[config.mk]
export PLATFORM = sky130hd
export DESIGN_NAME = bank_read_collect
export DESIGN_NICKNAME = d
export VERILOG_FILES = /design/src/source/apb_pkg.sv /design/src/source/mem_types_pkg.sv /design/src/source/bank_read_collect.sv
export VERILOG_INCLUDE_DIRS = /design/src /design/src/include
export SDC_FILE = /design/constraint.sdc
export NUM_CORES = 1
export LEC_CHECK = 0
export BUFFER_PORTS_ARGS = -buffer_cell sky130_fd_sc_hd__buf_2
export CAP_MARGIN = 20
export CORE_MARGIN = 8
export CORE_UTILIZATION = 33
export DETAILED_ROUTE_END_ITERATION = 6
export PLACE_DENSITY = 0.91
export SETUP_SLACK_MARGIN = 0.1
export SYNTH_ARGS = -nofsm -noshare
export SYNTH_HDL_FRONTEND = slang
export SYNTH_SLANG_ARGS = --single-unit
[constraint.sdc]
create_clock -name clk -period 2.7 [get_ports clk]
set_input_delay 0.135 -clock clk [delete_from_list [all_inputs] [get_ports clk]]
set_output_delay 0.135 -clock clk [all_outputs]
set_load 0.05 [all_outputs]
[src/include/banked_mem_settings.svh]
`ifndef BANKED_MEM_SETTINGS_SVH
`define BANKED_MEM_SETTINGS_SVH

// Consecutive word addresses rotate over the banks
`define MEM_NUM_BANKS 4
`define MEM_BANK_ADDR_WIDTH 8 // Words per bank is two to this power

`define MEM_DATA_WIDTH 32
`define MEM_BYTE_WIDTH 8

// Cycles from the first access cycle of a read to its data
`define MEM_READ_LATENCY 2

`define APB_ADDR_WIDTH 16 // Byte address seen on the bus

`endif

[src/source/apb_pkg.sv]
`include "banked_mem_settings.svh"

package apb_pkg;
	typedef logic [`APB_ADDR_WIDTH-1:0] apb_addr_t;
	typedef logic [`MEM_DATA_WIDTH-1:0] apb_data_t;
	typedef logic [`MEM_DATA_WIDTH/8-1:0] apb_strb_t; // One bit per 8-bit byte

	// Master side of the bus
	typedef struct packed {
		logic psel;
		logic penable;
		logic pwrite;
		apb_addr_t paddr;
		apb_data_t pwdata;
		apb_strb_t pstrb;
	} apb_req_t;

	// Slave side of the bus
	typedef struct packed {
		logic pready;
		apb_data_t prdata;
		logic pslverr;
	} apb_rsp_t;
endpackage

[src/source/mem_types_pkg.sv]
`include "banked_mem_settings.svh"

package mem_types_pkg;
	localparam int BANK_SEL_WIDTH = $clog2(`MEM_NUM_BANKS);
	localparam int BYTES_PER_WORD = `MEM_DATA_WIDTH / `MEM_BYTE_WIDTH;

	typedef logic [BANK_SEL_WIDTH-1:0] bank_sel_t;
	typedef logic [`MEM_BANK_ADDR_WIDTH-1:0] bank_addr_t;
	typedef logic [BYTES_PER_WORD-1:0] strobe_t;
	typedef logic [`MEM_DATA_WIDTH-1:0] word_t;
	typedef logic [BYTES_PER_WORD-1:0][`MEM_BYTE_WIDTH-1:0] lanes_t;

	// Same bits seen as a word or as byte lanes
	typedef union packed {
		word_t word;
		lanes_t lanes;
	} word_view_t;

	typedef struct packed {
		logic en;
		bank_sel_t bank;
		bank_addr_t addr; // Word address inside the bank
		strobe_t strobe;
		word_view_t wdata;
	} bank_req_t;

	typedef struct packed {
		logic valid;
		bank_sel_t bank;
	} read_tag_t;
endpackage

[src/source/bank_read_collect.sv]
`timescale 1ns/100ps

`include "banked_mem_settings.svh"

module bank_read_collect (
	input logic clk,
	input logic rst_n,
	input mem_types_pkg::read_tag_t read_tag,
	input logic done,
	input logic err,
	input mem_types_pkg::word_t bank_rdata [`MEM_NUM_BANKS],
	output apb_pkg::apb_rsp_t apb_rsp
);
	import mem_types_pkg::*;

	localparam int LATENCY = `MEM_READ_LATENCY;

	read_tag_t out_tag; // Tag whose bank data is valid this cycle

	generate
		if (LATENCY == 0) begin : g_no_delay
			assign out_tag = read_tag;
		end else begin : g_tag_pipe
			// One stage per register in the bank read path
			read_tag_t tag_pipe [LATENCY];

			always_ff @(posedge clk or negedge rst_n) begin
				if (!rst_n) begin
					for (int i = 0; i < LATENCY; i++) begin
						tag_pipe[i] <= '0;
					end
				end else begin
					tag_pipe[0] <= read_tag;
					for (int i = 1; i < LATENCY; i++) begin
						tag_pipe[i] <= tag_pipe[i-1];
					end
				end
			end

			assign out_tag = tag_pipe[LATENCY-1];
		end
	endgenerate

	// Only one transfer is ever in flight, so done and out_tag never meet
	always_comb begin
		apb_rsp.pready = out_tag.valid || done;
		apb_rsp.pslverr = done && err;

		if (out_tag.valid) begin
			apb_rsp.prdata = bank_rdata[out_tag.bank];
		end else begin
			apb_rsp.prdata = '0; // Writes and errors return zero
		end
	end

endmodule

### Word level (Yosys, flattened, before mapping)

Index checks and enable logic that the tools add are counted.

| word-level totals | value |
|---|---|
| register bits after elaboration | 6 |
| bits of input ports | 135 |
| output and inout port bits | 34 |
| logic and storage cells | 12 |

| operators by class | value |
|---|---|
| order comparisons | 1 |
| muxes and demuxes | 4 |
| bitwise gates (word level) | 1 |
| reductions and logical operators | 2 |

Operators by type and width:

| kind | count |
|---|---|
| 32-bit two-way mux | 3 |
| 32-bit binary-select mux with 2-bit select | 1 |
| 3-bit >= comparator, second input constant | 1 |
| 2-bit inverter with 3-bit output | 1 |
| 1-bit logical AND | 1 |
| 1-bit logical OR | 1 |

### Longest topological paths before layout

| logic depth | value |
|---|---|
| word-level depth | 5 |
| depth in mapped cells | 4 |
| depth with buffers taken out | 2 |

### Least setup slack after synthesis

No wires, ideal clock.

| timing | value |
|---|---|
| kind | reg-to-output |
| start point | reg g_tag_pipe.tag_pipe[1] in the netlist's numbering |
| end point | out apb_rsp[10] in the netlist's numbering |
| arrival | 1,561 ps |
| required time | 2,565 ps |
| slack | 1,004 ps |
| stages on the path, launching flop included | 5 |
| buffers on the path | 2 |
| cells stage by stage | dfrtp_1 buf_6 buf_8 mux2i_1 o22ai_1 |

RTL lines:

| item | RTL line | RTL |
|---|---|---|
| from (decl) | bank_read_collect.sv:25 | `read_tag_t tag_pipe [LATENCY];` |
| from (signal, indexed assignment) | bank_read_collect.sv:35 | `tag_pipe[i] <= tag_pipe[i-1];` |
| to (decl) | bank_read_collect.sv:12 | `output apb_pkg::apb_rsp_t apb_rsp` |

==> impl_results.md <==
- Outcome: completed
- Largest net degree at the start of global routing: 37
- Final Hold Fails: 0
- Wire per inst: 16.6 um
- Power Density: 301 nW/um2
- PostCTS Resize Cnt: 0
- Max Cap Viol: 0
- Initial antenna violation count: 0
- Post-layout min period: 2.02 ns
- Diode count: 0
- Multi-input gate area: 863 um2
- Hold WS: 0.243 ns
- DRT Wirelength: 5490 um
- Wire length on met2: 2890 um
- Crit path launch type: flip-flop
- Tcrit/Tclk final: 0.748
- DRC viols: 0
- Fin. max-slew vios: 0
- Seq cells post-synth: 6
- Post-CTS Setup Inserts: 0
- Initial cell density of the core: 0.346
- Syn-to-layout area delta: 74.6%
- Synth Instances: 119
- H-Tree Depth: 1
- Cts hold-fix bufs: 3
- Final net count: 421
- First-pass DRT Iterations: 4
- Skew-Pair Late Insertion Delay: 0.24 ns
- CP Data Required Time: 2.57 ns
- Die span in x: 75.2 um
- Slew HR: 0.594
- Root Driver: clkbuf_4
- Port buffer count: 168
- Met3 wire length: 724 um
- Die Ht: 75.2 um
- GRT overflow: 0
- Unrepaired setup endpoints after global routing: no
- P_leak: 0.00124 uW
- Cell row count: 21
- Ys Warns: 0
- CTS max path bufs: 2
- Sequential element share of the synthesized area: 0.130
- WL met1: 1840 um
- Worst vdd ir: 217 uV
- First-pass GRT wire length: 7760 um
- Number of global-route vias before repair: 1,825
- Layout cells sized above 1: 0.618
- CTS tree: yes
- Top flop regs: g_tag_pipe.tag_pipe: 6 flops
- Vias per cell: 4.92
- Via Count: 1,629
- Avg Synthesized Cell Area: 9.70 um2
- GRT Util Overall: 0.171
- CTS buffer count: 3
- Number of flip-flops under the largest register name: 6
- Syn_nets: 254
- Setup Crit Path Kind: reg -> out
- DP Wirelength: 4630 um
- CP Max Fanout: 36
- Fill count: 312
- CORE AREA: 3340 um2
- DRT iter0 DRCs: 54
- Distinct cell type count after synthesis: 13
- CP endpoint kind: output pin
- Sequential Area: 154 um2
- I/O pin cnt: 169
- Clock Pin Slew Worst Setup and Hold Paths: 0.05 ns
- Netlist Area Pre-Place: 1150 um2
- TNS Setup: 0 ns
- Final ANT Viol Nets: 0
- Least-Margin Pin Slew: 0.609 ns
- Max Fclk: 495 MHz
- WP data arrival: 1.88 ns
- Most flops, register: g_tag_pipe.tag_pipe
- Clk_skew: 0.00653 ns
- GP Congestion: 0.800
- Die area: 5650 um2
- Clk sink count: 6
- Max layer used: met4
- Final setup violation count: 0
- Worst hold path type: in -> async
through the flow:
step | power, uW | setup slack, ns | area (um2) | instances | utilization
after global placement | 507 | 0.950 | 1950 | 323 | 0.585
after CTS | 611 | 0.656 | 2010 | 330 | 0.601
final | 607 | 0.681 | 2020 | 331 | 0.604
after detailed placement | 516 | 0.923 | 1950 | 323 | 0.585
after global routing | 644 | 0.558 | 2020 | 331 | 0.604
after floorplan | 379 | 1.00 | 1150 | 119 | -
worst paths after layout:
check	from	end	slack, ns	cells after the start
worst min-delay path	rst_n	g_tag_pipe.tag_pipe[1]$_DFF_PN0_	0.24	2
max in group asynchronous	rst_n	g_tag_pipe.tag_pipe[1]$_DFF_PN0_	2.30	2
worst max register to register	g_tag_pipe.tag_pipe[4]$_DFF_PN0_	g_tag_pipe.tag_pipe[1]$_DFF_PN0_	2.23	0
min in group clk	g_tag_pipe.tag_pipe[5]$_DFF_PN0_	g_tag_pipe.tag_pipe[2]$_DFF_PN0_	0.34	0
worst min register to register	g_tag_pipe.tag_pipe[5]$_DFF_PN0_	g_tag_pipe.tag_pipe[2]$_DFF_PN0_	0.34	0
worst max-delay path	g_tag_pipe.tag_pipe[1]$_DFF_PN0_	apb_rsp[6]	0.68	4
cell usage after synthesis, drive strengths merged:
| cell | instances | area (um2) |
|---|---|---|
| mux2i | 64 | 641 |
| or2 | 1 | 6.26 |
| clkbuf | 3 | 11.3 |
| nand2b | 1 | 6.26 |
| and2 | 1 | 6.26 |
| o22ai | 32 | 200 |
| buf | 10 | 130 |
| dfrtp | 6 | 150 |
| nand2 | 1 | 3.75 |
area by class of cell:
| cell class | count | share of cell area |
|---|---|---|
| tap | 46 | 0.0285 |
| clock buffer | 4 | 0.0130 |
| timing repair buffer | 175 | 0.454 |
| multi-input combinational | 100 | 0.428 |
| sequential | 6 | 0.0763 |
placed cells by master, fill, tap and decap left out:
cell type	count
buf_2	168
mux2i_1	64
o22ai_1	32
dfrtp_1	5
dlygate4sd3_1	4
clkbuf_4	3
buf_4	2
nand2b_1	1
nand2_1	1
or2_2	1
and2_1	1
clkbuf_1	1
dfrtp_4	1
buf_12	1
report_power, final:
group / total, uW / internal (uW) / switching [uW]
logic: 411 / 165 / 246
clock network: 89.1 / 56.0 / 33.1
registers: 107 / 95.1 / 11.6
total: 607 / 316 / 291
critical path, cell delays in order, from the launching register on:
cell and delay [ns]:
dfrtp_4 0.73, buf_12 0.31, mux2i_1 0.11, o22ai_1 0.17
buf_2 0.29
kinds of logic (layout without fill, tap and decap cells):
family / Yosys count / in the layout / share of synthesized area
and+or+nand+nor: 4 / 4 / 0.0195
AOI/OAI and AO/OA: 32 / 32 / 0.173
DFF: 6 / 6 / 0.130
muxes: 64 / 64 / 0.555
buffers and inverters: 13 / 179 / 0.122
layer usage:
layer / up-vias / GRT usage
li1: 810 / -
met1: 709 / 0.145
met2: 104 / 0.349
met3: 6 / 0.0706
met4: 0 / 0.0426
met5: - / 0
No activity file was read; power rests on OpenSTA's default activity.
