==> config.mk <==
export PLATFORM = sky130hd
export DESIGN_NAME = apb_bank_router
export DESIGN_NICKNAME = d
export VERILOG_FILES = /design/src/source/apb_pkg.sv /design/src/source/mem_types_pkg.sv /design/src/source/apb_bank_router.sv
export VERILOG_INCLUDE_DIRS = /design/src /design/src/include
export SDC_FILE = /design/constraint.sdc
export NUM_CORES = 1
export LEC_CHECK = 0
export BUFFER_PORTS_ARGS = -buffer_cell sky130_fd_sc_hd__buf_2
export CAP_MARGIN = 20
export CORE_ASPECT_RATIO = 1.25
export CORE_UTILIZATION = 23
export CTS_CLUSTER_DIAMETER = 80
export DETAILED_ROUTE_END_ITERATION = 16
export PLACE_DENSITY = 0.85
export SLEW_MARGIN = 20
export SYNTH_ARGS = -nofsm -noshare
export SYNTH_HDL_FRONTEND = slang
export SYNTH_SLANG_ARGS = --single-unit
==> constraint.sdc <==
create_clock -name clk -period 2.15 [get_ports clk]
set_input_delay 0.1075 -clock clk [delete_from_list [all_inputs] [get_ports clk]]
set_output_delay 0.1075 -clock clk [all_outputs]
set_load 0.005 [all_outputs]
==> src/include/banked_mem_settings.svh <==
`ifndef BANKED_MEM_SETTINGS_SVH
`define BANKED_MEM_SETTINGS_SVH

// Consecutive word addresses rotate over the banks
`define MEM_NUM_BANKS 4
`define MEM_BANK_ADDR_WIDTH 8 // Words per bank is two to this power

`define MEM_DATA_WIDTH 32
`define MEM_BYTE_WIDTH 8

// Cycles from the first access cycle of a read to its data
`define MEM_READ_LATENCY 2

`define APB_ADDR_WIDTH 16 // Byte address seen on the bus

`endif

==> src/source/apb_pkg.sv <==
`include "banked_mem_settings.svh"

package apb_pkg;
	typedef logic [`APB_ADDR_WIDTH-1:0] apb_addr_t;
	typedef logic [`MEM_DATA_WIDTH-1:0] apb_data_t;
	typedef logic [`MEM_DATA_WIDTH/8-1:0] apb_strb_t; // One bit per 8-bit byte

	// Master side of the bus
	typedef struct packed {
		logic psel;
		logic penable;
		logic pwrite;
		apb_addr_t paddr;
		apb_data_t pwdata;
		apb_strb_t pstrb;
	} apb_req_t;

	// Slave side of the bus
	typedef struct packed {
		logic pready;
		apb_data_t prdata;
		logic pslverr;
	} apb_rsp_t;
endpackage

==> src/source/mem_types_pkg.sv <==
`include "banked_mem_settings.svh"

package mem_types_pkg;
	localparam int BANK_SEL_WIDTH = $clog2(`MEM_NUM_BANKS);
	localparam int BYTES_PER_WORD = `MEM_DATA_WIDTH / `MEM_BYTE_WIDTH;

	typedef logic [BANK_SEL_WIDTH-1:0] bank_sel_t;
	typedef logic [`MEM_BANK_ADDR_WIDTH-1:0] bank_addr_t;
	typedef logic [BYTES_PER_WORD-1:0] strobe_t;
	typedef logic [`MEM_DATA_WIDTH-1:0] word_t;
	typedef logic [BYTES_PER_WORD-1:0][`MEM_BYTE_WIDTH-1:0] lanes_t;

	// Same bits seen as a word or as byte lanes
	typedef union packed {
		word_t word;
		lanes_t lanes;
	} word_view_t;

	typedef struct packed {
		logic en;
		bank_sel_t bank;
		bank_addr_t addr; // Word address inside the bank
		strobe_t strobe;
		word_view_t wdata;
	} bank_req_t;

	typedef struct packed {
		logic valid;
		bank_sel_t bank;
	} read_tag_t;
endpackage

==> src/source/apb_bank_router.sv <==
`timescale 1ns/100ps

module apb_bank_router (
	input logic clk,
	input logic rst_n,
	input apb_pkg::apb_req_t apb,
	output mem_types_pkg::bank_req_t bank_req,
	output mem_types_pkg::read_tag_t read_tag,
	output logic done,
	output logic err
);
	import apb_pkg::*;
	import mem_types_pkg::*;

	localparam int ADDR_BITS = $bits(apb_addr_t);
	localparam int BYTE_SHIFT = $clog2(BYTES_PER_WORD);
	localparam int WORD_ADDR_BITS = ADDR_BITS - BYTE_SHIFT;

	// Bits below this position address implemented storage
	localparam int USED_BITS = BYTE_SHIFT + BANK_SEL_WIDTH + $bits(bank_addr_t);

	logic issued;
	logic first_access;
	logic in_range;
	logic [WORD_ADDR_BITS-1:0] word_addr;

	assign word_addr = apb.paddr[ADDR_BITS-1:BYTE_SHIFT];
	assign in_range = (apb.paddr >> USED_BITS) == '0;

	// Only one access cycle per transfer issues to a bank
	assign first_access = apb.psel && apb.penable && !issued;

	always_ff @(posedge clk or negedge rst_n) begin
		if (!rst_n) begin
			issued <= 1'b0;
		end else if (!apb.penable) begin
			issued <= 1'b0; // Setup phase or idle
		end else if (first_access) begin
			issued <= 1'b1;
		end
	end

	always_comb begin
		bank_req = '0;
		bank_req.bank = word_addr[BANK_SEL_WIDTH-1:0];
		bank_req.addr = word_addr[BANK_SEL_WIDTH +: $bits(bank_addr_t)];
		bank_req.wdata.word = apb.pwdata;
		bank_req.en = first_access && in_range;

		// A read still enables the bank, but with no lane strobed
		if (apb.pwrite) begin
			bank_req.strobe = apb.pstrb;
		end else begin
			bank_req.strobe = '0;
		end
	end

	always_comb begin
		read_tag.valid = first_access && in_range && !apb.pwrite;
		read_tag.bank = bank_req.bank;
	end

	// Writes and range errors are answered in the first access cycle
	assign done = first_access && (apb.pwrite || !in_range);
	assign err = first_access && !in_range;

endmodule

### Word level (Yosys, flattened, before mapping)

Cells that the tools add are included.

| cells by class | value |
|---|---|
| equality and inequality tests | 1 |
| mux-type cells | 3 |
| reductions and logical operators | 11 |

Operator list:

| kind | number |
|---|---|
| $logic_not 16->1 | 1 |
| $logic_and 1x1->1 | 6 |
| $mux 4 | 1 |
| $logic_not 1->1 | 3 |
| $mux 1 | 2 |
| $ne 2x1->1 const B | 1 |
| $logic_or 1x1->1 | 1 |

| storage, ports and cells | value |
|---|---|
| register bits after elaboration | 1 |
| input bits | 57 |
| output and inout bits | 52 |
| logic and storage cells | 16 |

### Logic depth before layout (Yosys ltp)

Gate-level depths: netlist of the first run.

| logic depth | value |
|---|---|
| depth in word-level cells | 4 |
| gate-level depth with buffers | 2 |
| depth with buffers taken out | 2 |

### Least setup slack after synthesis of the first run

OpenSTA, ideal clock, no wires.

| path | value |
|---|---|
| path kind | input to output |
| from | input port apb[49] (netlist bit) |
| to | output port read_tag[2] (netlist bit) |
| arrival time | 804 ps |
| data required time | 2,043 ps |
| path slack | 1,238 ps |
| cell stages on the path | 2 |
| cells stage by stage | or4_4 nor3_2 |

RTL lines:

| item | RTL line | text |
|---|---|---|
| start, declared | apb_bank_router.sv:6 | `input apb_pkg::apb_req_t apb,` |
| end, declared | apb_bank_router.sv:8 | `output mem_types_pkg::read_tag_t read_tag,` |

==> impl_metrics.py, run 1 <==
metrics = {
    "final_layout": {
        "top_register": "issued",
        "reg.largest.list": "issued: 1 flops",
        "largest_reg_flops": 1,
        "diodes": 0,
        "layout.nets": 94,
        "drive_gt1_share_pct": 62.86,
        "fin_area_sq_um": 242.7,
        "final_cells": 54,
        "area_growth_pct": -44.73,
    },
    "sta": {
        "finalCriticalPeriod_ns": 1.131,
        "fin_worst_skew_ns": 0,
        "fin_crit_sh_pct": 52.63,
        "final-setup-viol-count": 0,
        "setup_slack_ns": 1.019,
        "finalHoldViolCount": 0,
        "fin_setup_tns_ns": 0,
        "max_slew_margin_pct": 76.50,
        "slew_viol_final": 0,
        "fmax_mhz": 883.8,
        "tightest_slew_ns": 0.3493,
        "rsz0062_at_grt": "false",
    },
    "detailed_routing": {
        "drc": 0,
        "drtIter0Drc": 0,
        "drtAntennaViolNets": 0,
        "wl_um": 740,
        "firstDrtPassIters": 1,
        "wl_per_cell_um": 13.70,
        "vias": 244,
        "avgViaCountPerCell": 4.519,
    },
    "pwr": {
        "ir_worst_vdd_v": 0.0001354,
        "leakagePower_nw": 0.1343,
        "cellPowerDensity_mw_per_mm2": 207.7,
    },
    "logic_synthesis": {
        "synth.yosys.seq_area_share_pct": 5.698,
        "synth_top_cell_area_share_pct": 75.21,
        "yosys.area_share.simple_pct": 15.38,
        "synth_cell_types": 11,
        "synth_edf_count": 0,
        "synth.most_common_cell": "buf_4",
        "synth_compound_area_share_pct": 2.849,
        "synth_fa_ha_area_share_pct": 0,
        "synth_top_family_by_area": "buffers and inverters",
        "ys_top_cells_by_count": "buf_4 (44), and2_1 (4), nor2_1 (2)",
        "synthCells": 58,
        "synth_xor_area_share_pct": 0,
        "synthArstFlopShare_pct": 100.0,
        "ys_warn_count": 0,
        "yosys-mux-area-fraction_pct": 0,
        "syn_nets": 115,
        "synth_area_leaders": "buf_4 (75%), and2_1 (5.7%), dfrtp_1 (5.7%)",
        "synth_area_leader_cell": "buf_4",
        "netlist_area_sq_um": 439.2,
        "ys.flop_type": "dfrtp_1",
        "syn_area_per_cell_sq_um": 7.572,
        "ys_seq_elements": 1,
    },
    "floorplan": {
        "start_util_pct": 24.58,
        "chipWidth_um": 41.09,
        "io_pins": 109,
        "die_h_um": 50.86,
        "fp.coreArea_sq_mm": 0.001787,
        "core.rowCount": 17,
        "design.die.area_sq_mm": 0.002089,
    },
    "place": {
        "port_buffers": 20,
        "pre_cts_ws_ns": 1.005,
        "dp.cells": 53,
        "dpl_cell_area_sq_um": 232.7,
        "place_congestion": 0.7336,
    },
    "job": {
        "max_cap_violations": 0,
    },
    "grt": {
        "grt_util_all_layers_pct": 6.778,
        "grt_pass1_vias": 244,
        "grt_max_degree": 7,
        "antenna_found_initial": 0,
        "overflow": 0,
        "grt_pass1_wl_um": 1041,
    },
    "setup_path": {
        "cp-end-kind": "primary output",
        "cp.arrival_ns": 1.02,
        "cp.required_ns": 2.04,
        "critPathLaunch": "apb[49]",
        "r2r_slack_ns": 1.52,
        "startpoint_type": "input pin",
        "r2r_cells": 1,
        "reg2reg_from": "issued$_DFFE_PN0P_",
        "r2r-end": "issued$_DFFE_PN0P_",
        "path_max_fanout": 2,
        "path_class": "in -> out",
        "critPathCapture": "read_tag[2]",
    },
    "run_status": {
        "status": "finished, final reports clean",
    },
    "clocking": {
        "clk_latency_ns": 0,
        "ctsResizeCount": 0,
    },
    "min_path": {
        "holdCritPathClass": "in -> out",
    },
}
critical path, cell delays in order:
cell and delay, ns:
buf_2 0.10, or4_4 0.53, nor3_2 0.15, buf_2 0.13
cell usage in the layout (no fill, tap or decap):
cell type	count
or4_4	1
inv_1	1
a21oi_1	1
buf_2	20
o21a_1	1
dlygate4sd3_1	1
nor4_1	1
and2_1	4
nor2_1	2
nor3_2	1
dfrtp_1	1
nand3b_1	1
final cells by class:
class	instances	area, sq um
Sequential cell	1	25.02
Multi-Input combinational cell	12	80.08
Inverter	1	3.754
Tap cell	19	23.77
Timing Repair Buffer	21	110.1
Fill cell	219	1544
kinds of logic (layout without fill, tap and decap cells):
group / Yosys count / after routing
AO/OA/AOI/OAI: 2 / 2
AND/OR/NAND/NOR: 10 / 10
flip-flops: 1 / 1
buffers and inverters: 45 / 22
stage by stage:
step           total power [mW]  util (%)  hold slack [ns]
2_1_floorplan           0.09634         -          -0.1881
3_3_place_gp            0.04843     13.03          -0.1179
3_5_place_dp            0.04944     13.03          -0.1159
4_1_cts                 0.05091     13.59           0.2150
5_1_grt                 0.05454     13.59           0.2150
6_report                0.05041     13.59           0.2150
worst min path at each step:
| stage | start | end | depth (start not counted) |
|---|---|---|---|
| finish | apb[5] | bank_req[1] | 0 |
| global route | apb[32] | bank_req[28] | 0 |
| CTS | apb[17] | bank_req[13] | 0 |
| detailed placement | rst_n | issued$_DFFE_PN0P_ | 1 |
| global placement | rst_n | issued$_DFFE_PN0P_ | 1 |
| floorplan | rst_n | issued$_DFFE_PN0P_ | 0 |
repair_timing:
item                                   4_1_cts  5_1_grt
setup buffers                                0        0
endpoints found under the hold margin        1        0
hold buffers                                 1        0
routing by layer:
layer	track usage (%)	part of all wire, %	vias up
li1	-	-	91
met1	4.021	17	86
met2	11.72	46	45
met3	2.609	22	22
met4	8.333	14	0
met5	0	0	-
where the power goes:
group / internal, mW / total, mW / switching, mW / leakage, nW
clock: 0 / 0 / 0 / 0
combinational: 0.0175 / 0.0294 / 0.0119 / 0.122
sequential: 0.0204 / 0.0210 / 0.000556 / 0.0125
total: 0.0380 / 0.0504 / 0.0125 / 0.134
(Power assumes the default switching activity.)
==> run 2: changes to the inputs <==
- ABC_AREA: unset -> 1
- CORE_UTILIZATION: 23 -> 22
- PLACE_DENSITY: 0.85 -> 0.8
- clock period: 2.15 -> 1.1 ns (I/O delays scaled with it)
==> run 2 against run 1 <==
  * Cell count up 20%
  * Critical path depth is the same
  * Wire length grew 7.2%
==> impl_metrics.py, run 2 <==
metrics = {
    "grt": {
        "grt_max_degree": 7,
        "overflow": 0,
        "grt_util_all_layers_pct": 6.033,
        "grt_pass1_wl_um": 1007,
        "grt_pass1_vias": 236,
        "antenna_found_initial": 0,
    },
    "final_layout": {
        "layout.nets": 104,
        "layout_common_cells": "buf_2 (20), nand2_1 (9), inv_1 (8)",
        "seq_area_sq_um": 25.02,
        "fin_area_sq_um": 262.8,
        "final_common_cell": "buf_2",
        "top_register": "issued",
        "diodes": 0,
        "reg.largest.list": "issued: 1 flops",
        "fillCellCount": 225,
        "multi_input_area_sq_um": 72.57,
        "area_growth_pct": -42.62,
        "largest_reg_flops": 1,
        "drive_gt1_share_pct": 48.89,
    },
    "logic_synthesis": {
        "synth_area_leaders": "buf_4 (72%), nand2_1 (7.4%), inv_1 (6.6%)",
        "synth_xor_area_share_pct": 0,
        "synth.yosys.seq_area_share_pct": 5.464,
        "netlist_area_sq_um": 457.9,
        "synth_edf_count": 0,
        "synth_compound_area_share_pct": 0,
        "synthArstFlopShare_pct": 100.0,
        "ys_warn_count": 0,
        "ys.flop_type": "dfrtp_1",
        "synth_top_cell_area_share_pct": 72.13,
        "synth_top_family_by_area": "buffers and inverters",
        "syn_area_per_cell_sq_um": 6.734,
        "yosys.area_share.simple_pct": 15.85,
        "synthCells": 68,
        "yosys-mux-area-fraction_pct": 0,
        "synth_area_leader_cell": "buf_4",
        "ys_top_cells_by_count": "buf_4 (44), nand2_1 (9), inv_1 (8), nor2_1 (3)",
        "synth.most_common_cell": "buf_4",
        "syn_nets": 125,
        "synth_fa_ha_area_share_pct": 0,
        "synth_cell_types": 8,
        "ys_seq_elements": 1,
    },
    "place": {
        "place_congestion": 0.5119,
        "hpwl_um": 658.5,
        "dpl_cell_area_sq_um": 252.7,
        "port_buffers": 20,
    },
    "detailed_routing": {
        "wl_um": 793,
        "avgViaCountPerCell": 4.154,
        "drc": 0,
        "drtAntennaViolNets": 0,
        "vias": 270,
        "drtIter0Drc": 0,
        "wl_per_cell_um": 12.20,
        "firstDrtPassIters": 1,
    },
    "sta": {
        "slew_viol_final": 0,
        "finalHoldViolCount": 0,
        "fin_setup_tns_ns": 0,
        "final-setup-viol-count": 0,
        "finalCriticalPeriod_ns": 0.8539,
        "fin_crit_sh_pct": 77.63,
        "fin_worst_skew_ns": 0,
        "tightest_slew_ns": 0.1474,
        "max_slew_margin_pct": 90.14,
        "fmax_mhz": 1171,
        "rsz0062_at_grt": "false",
    },
    "job": {
        "max_cap_violations": 0,
    },
    "setup_path": {
        "startpoint_type": "flip-flop",
        "worstPathCellList": "inv_1 > nand3_2 > nor3_2 > buf_2",
        "path_class": "reg -> out",
        "r2r_slack_ns": 0.43,
        "r2r_cells": 3,
        "path_max_fanout": 4,
        "r2r-end": "issued$_DFFE_PN0P_",
        "critPathMaxStageDelay_ns": 0.35,
        "cp.required_ns": 1.04,
        "reg2reg_from": "issued$_DFFE_PN0P_",
        "cp.arrival_ns": 0.80,
        "cp-end-kind": "primary output",
        "critPathSlowestCell": "dfrtp_1",
    },
    "floorplan": {
        "io_pins": 109,
        "chipWidth_um": 42.81,
        "start_util_pct": 23.37,
        "fp.coreArea_sq_mm": 0.001959,
        "design.die.area_sq_mm": 0.002269,
        "die_h_um": 53.01,
        "core.rowCount": 18,
    },
    "clocking": {
        "path_clk_slew_ns": 0,
        "clk_latency_ns": 0,
    },
    "min_path": {
        "hold_depth": 0,
        "hold_end": "bank_req[15]",
        "min_from": "apb[19]",
        "holdCritPathClass": "in -> out",
    },
    "pwr": {
        "leakagePower_nw": 0.1940,
        "cellPowerDensity_mw_per_mm2": 421.0,
        "ir_worst_vdd_v": 0.00009240,
    },
    "run_status": {
        "status": "finished, final reports clean",
    },
}
==> run 2: through the flow <==
stage | worst slack, ns | std cells | power (mW) | util, % | hold WS, ns
final | 0.2461 | 65 | 0.1106 | 13.41 | 0.1100
after global routing | 0.1422 | 65 | 0.1218 | 13.41 | 0.1100
after global placement | 0.2286 | 64 | 0.1086 | 12.90 | -0.1607
after detailed placement | 0.2264 | 64 | 0.1096 | 12.90 | -0.1580
after CTS | 0.2318 | 65 | 0.1126 | 13.41 | 0.1100
after floorplan | 0.3784 | 68 | 0.1979 | - | -0.2406
==> run 2: where the power goes <==
part | switching (mW) | internal [mW]
sequential | 0.00193 | 0.0415
clock | 0 | 0
combinational | 0.0321 | 0.0350
==> run 2: per-layer routing <==
metal  global-route usage [%]  part of all wire [%]  up-vias  wire (um)
met5                        0                     0        -          0
met1                    2.231                    16       99        128
li1                         -                     -      109          -
met3                    1.365                    20       26        158
met4                    11.46                    18        0        140
met2                    12.12                    46       36        366
==> run 2: final cells by class <==
| class | count | share of cell area, % |
|---|---|---|
| Inverter | 8 | 11.43 |
| Multi-Input combinational cell | 15 | 27.62 |
| Sequential cell | 1 | 9.524 |
| Tap cell | 20 | 9.524 |
| Timing Repair Buffer | 21 | 41.90 |
==> run 2: timing repair <==
item	4_1_cts	5_1_grt
resized for setup	0	0
setup buffers	0	0
hold endpoints to repair	1	0
hold buffers	1	0
==> run 2: cells by family after synthesis <==
group,Yosys count
buffers and inverters,52
flip-flops,1
AND/OR/NAND/NOR,15
==> run 2: how the worst max path moves through the flow <==
stage                       startpoint     endpoint  slack (ns)
floorplan           issued$_DFFE_PN0P_         done        0.38
global placement    issued$_DFFE_PN0P_  read_tag[2]        0.23
detailed placement  issued$_DFFE_PN0P_  read_tag[2]        0.23
CTS                 issued$_DFFE_PN0P_  read_tag[2]        0.23
global route        issued$_DFFE_PN0P_         done        0.14
finish              issued$_DFFE_PN0P_  read_tag[2]        0.25
==> run 2: worst max-delay path, delay by kind of cell, from the launching register on <==
kind	cells	cell delay, ns
buf+inv	2	0.19
flops	1	0.35
simple gates	2	0.26
==> run 3: changes to the inputs <==
- clock period: 1.1 -> 0.8 ns (I/O delays scaled with it)
==> run 3 against run 2 <==
  * Sequential power grew 40%
  * Largest cell class unchanged
  * Cell count grew 3.1%
  * Die area is the same
  * Wire length grew 5.5%
  * Sequential cell count is the same
  * Via count grew 3.0%
  * Power grew 57%
  * Global-route usage shrank 0.43 points
==> impl_metrics.py, run 3 (synthesized netlist as in run 2, its figures left out) <==
metrics = {
    "setup_path": {
        "critPathTopFamily": "flip-flops",
        "path_max_fanout": 4,
        "cp.arrival_ns": 0.76,
        "cp_num_buf_inv": 4,
        "r2r-end": "issued$_DFFE_PN0P_",
        "critPathLaunch": "issued$_DFFE_PN0P_",
        "crit_path_frequent_cell": "inv_2",
        "r2r_slack_ns": 0.03,
        "cp.required_ns": 0.76,
        "reg2reg_from": "issued$_DFFE_PN0P_",
        "startpoint_type": "flip-flop",
        "cp-end-kind": "primary output",
        "critPathMaxStageDelay_ns": 0.37,
        "r2r_cells": 4,
        "path_class": "reg -> out",
        "worstPathCellList": "inv_2 > nand3_4 > inv_2 > nand2_1 > inv_1 > buf_2",
        "critPathSlowestCell": "dfrtp_1",
    },
    "min_path": {
        "holdCritPathClass": "in -> out",
        "hold_depth": 0,
        "hold_end": "bank_req[15]",
        "min_from": "apb[19]",
    },
    "detailed_routing": {
        "wl_um": 837,
        "firstDrtPassIters": 1,
        "drc": 0,
        "drtIter0Drc": 0,
        "wl_per_cell_um": 12.49,
        "vias": 278,
        "avgViaCountPerCell": 4.149,
        "drtAntennaViolNets": 0,
    },
    "floorplan": {
        "chipWidth_um": 42.81,
        "fp.coreArea_sq_mm": 0.001959,
        "core.rowCount": 18,
        "io_pins": 109,
        "design.die.area_sq_mm": 0.002269,
        "die_h_um": 53.01,
        "start_util_pct": 23.37,
    },
    "final_layout": {
        "area_growth_pct": -37.70,
        "fin_area_sq_um": 285.3,
        "reg.largest.list": "issued: 1 flops",
        "drive_gt1_share_pct": 55.32,
        "layout.nets": 106,
        "layout_common_cells": "buf_2 (20), nand2_1 (9), inv_1 (6)",
        "top_register": "issued",
        "final_common_cell": "buf_2",
        "largest_reg_flops": 1,
        "diodes": 0,
    },
    "job": {
        "max_cap_violations": 0,
    },
    "clocking": {
        "clk_latency_ns": 0,
        "path_clk_slew_ns": 0,
    },
    "grt": {
        "grt_max_degree": 7,
        "grt_pass1_wl_um": 945,
        "overflow": 0,
        "antenna_found_initial": 0,
        "grt_pass1_vias": 235,
        "grt_util_all_layers_pct": 5.603,
    },
    "pwr": {
        "ir_worst_vdd_v": 0.0001423,
        "cellPowerDensity_mw_per_mm2": 610.2,
        "leakagePower_nw": 0.2013,
    },
    "place": {
        "dpl_cell_area_sq_um": 252.7,
        "port_buffers": 20,
        "hpwl_um": 660.7,
        "pre_cts_ws_ns": -0.04489,
        "place_congestion": 0.5695,
    },
    "sta": {
        "finalCriticalPeriod_ns": 0.8000,
        "setup_slack_ns": 0.00003458,
        "finalHoldViolCount": 0,
        "final-setup-viol-count": 0,
        "tightest_slew_ns": 0.1314,
        "slew_viol_final": 0,
        "max_slew_margin_pct": 91.21,
        "rsz0062_at_grt": "true",
        "fin_crit_sh_pct": 100.0,
        "fin_worst_skew_ns": 0,
        "fmax_mhz": 1250,
    },
    "run_status": {
        "status": "finished, final reports clean",
    },
}
[run 3: report_power, final]
part	internal [mW]	total, mW	switching [mW]
combinational	0.0606	0.113	0.0523
sequential	0.0572	0.0611	0.00391
clock	0	0	0
total	0.118	0.174	0.0563
[run 3: through the flow]
| stage | util [%] | instances | hold slack (ns) | setup TNS, ns | power [mW] |
|---|---|---|---|---|---|
| final | 14.56 | 67 | 0.08000 | 0 | 0.1741 |
| after floorplan | - | 68 | -0.2556 | 0 | 0.2721 |
| after global routing | 14.56 | 67 | 0.08001 | -0.2069 | 0.1867 |
| after CTS | 13.79 | 66 | 0.08003 | -0.02691 | 0.1585 |
| after global placement | 12.90 | 64 | -0.1812 | -0.06691 | 0.1485 |
| after detailed placement | 12.90 | 64 | -0.1791 | -0.1163 | 0.1497 |
[run 3: timing repair]
| item | CTS | global route |
|---|---|---|
| pin swaps | 2 | 0 |
| setup buffers | 1 | 1 |
| gates resized for setup | 1 | 2 |
| setup endpoints to repair | 3 | 5 |
| hold buffers | 1 | 0 |
| endpoints found under the hold margin | 1 | 0 |
[run 3: how the worst max path moves through the flow]
stage	cells past startpoint	end	slack, ns
global placement	4	read_tag[2]	-0.04
global route	6	done	-0.06
detailed placement	6	done	-0.04
floorplan	5	done	0.09
finish	6	done	0.00003
CTS	6	done	-0.02
[run 3: routing by layer]
metal | vias up | global-route usage, % | share of wire, %
li1 | 113 | - | -
met1 | 103 | 2.227 | 16
met2 | 36 | 10.61 | 47
met3 | 26 | 1.365 | 20
met4 | 0 | 11.46 | 17
met5 | - | 0 | 0
[run 3: final cells by class]
class                      count  area, sq um
sequential                     1        25.02
timing repair buffer          23        125.1
tap                           20        25.02
multi-input combinational     15        80.08
inverter                       8        30.03
fill                         222         1674
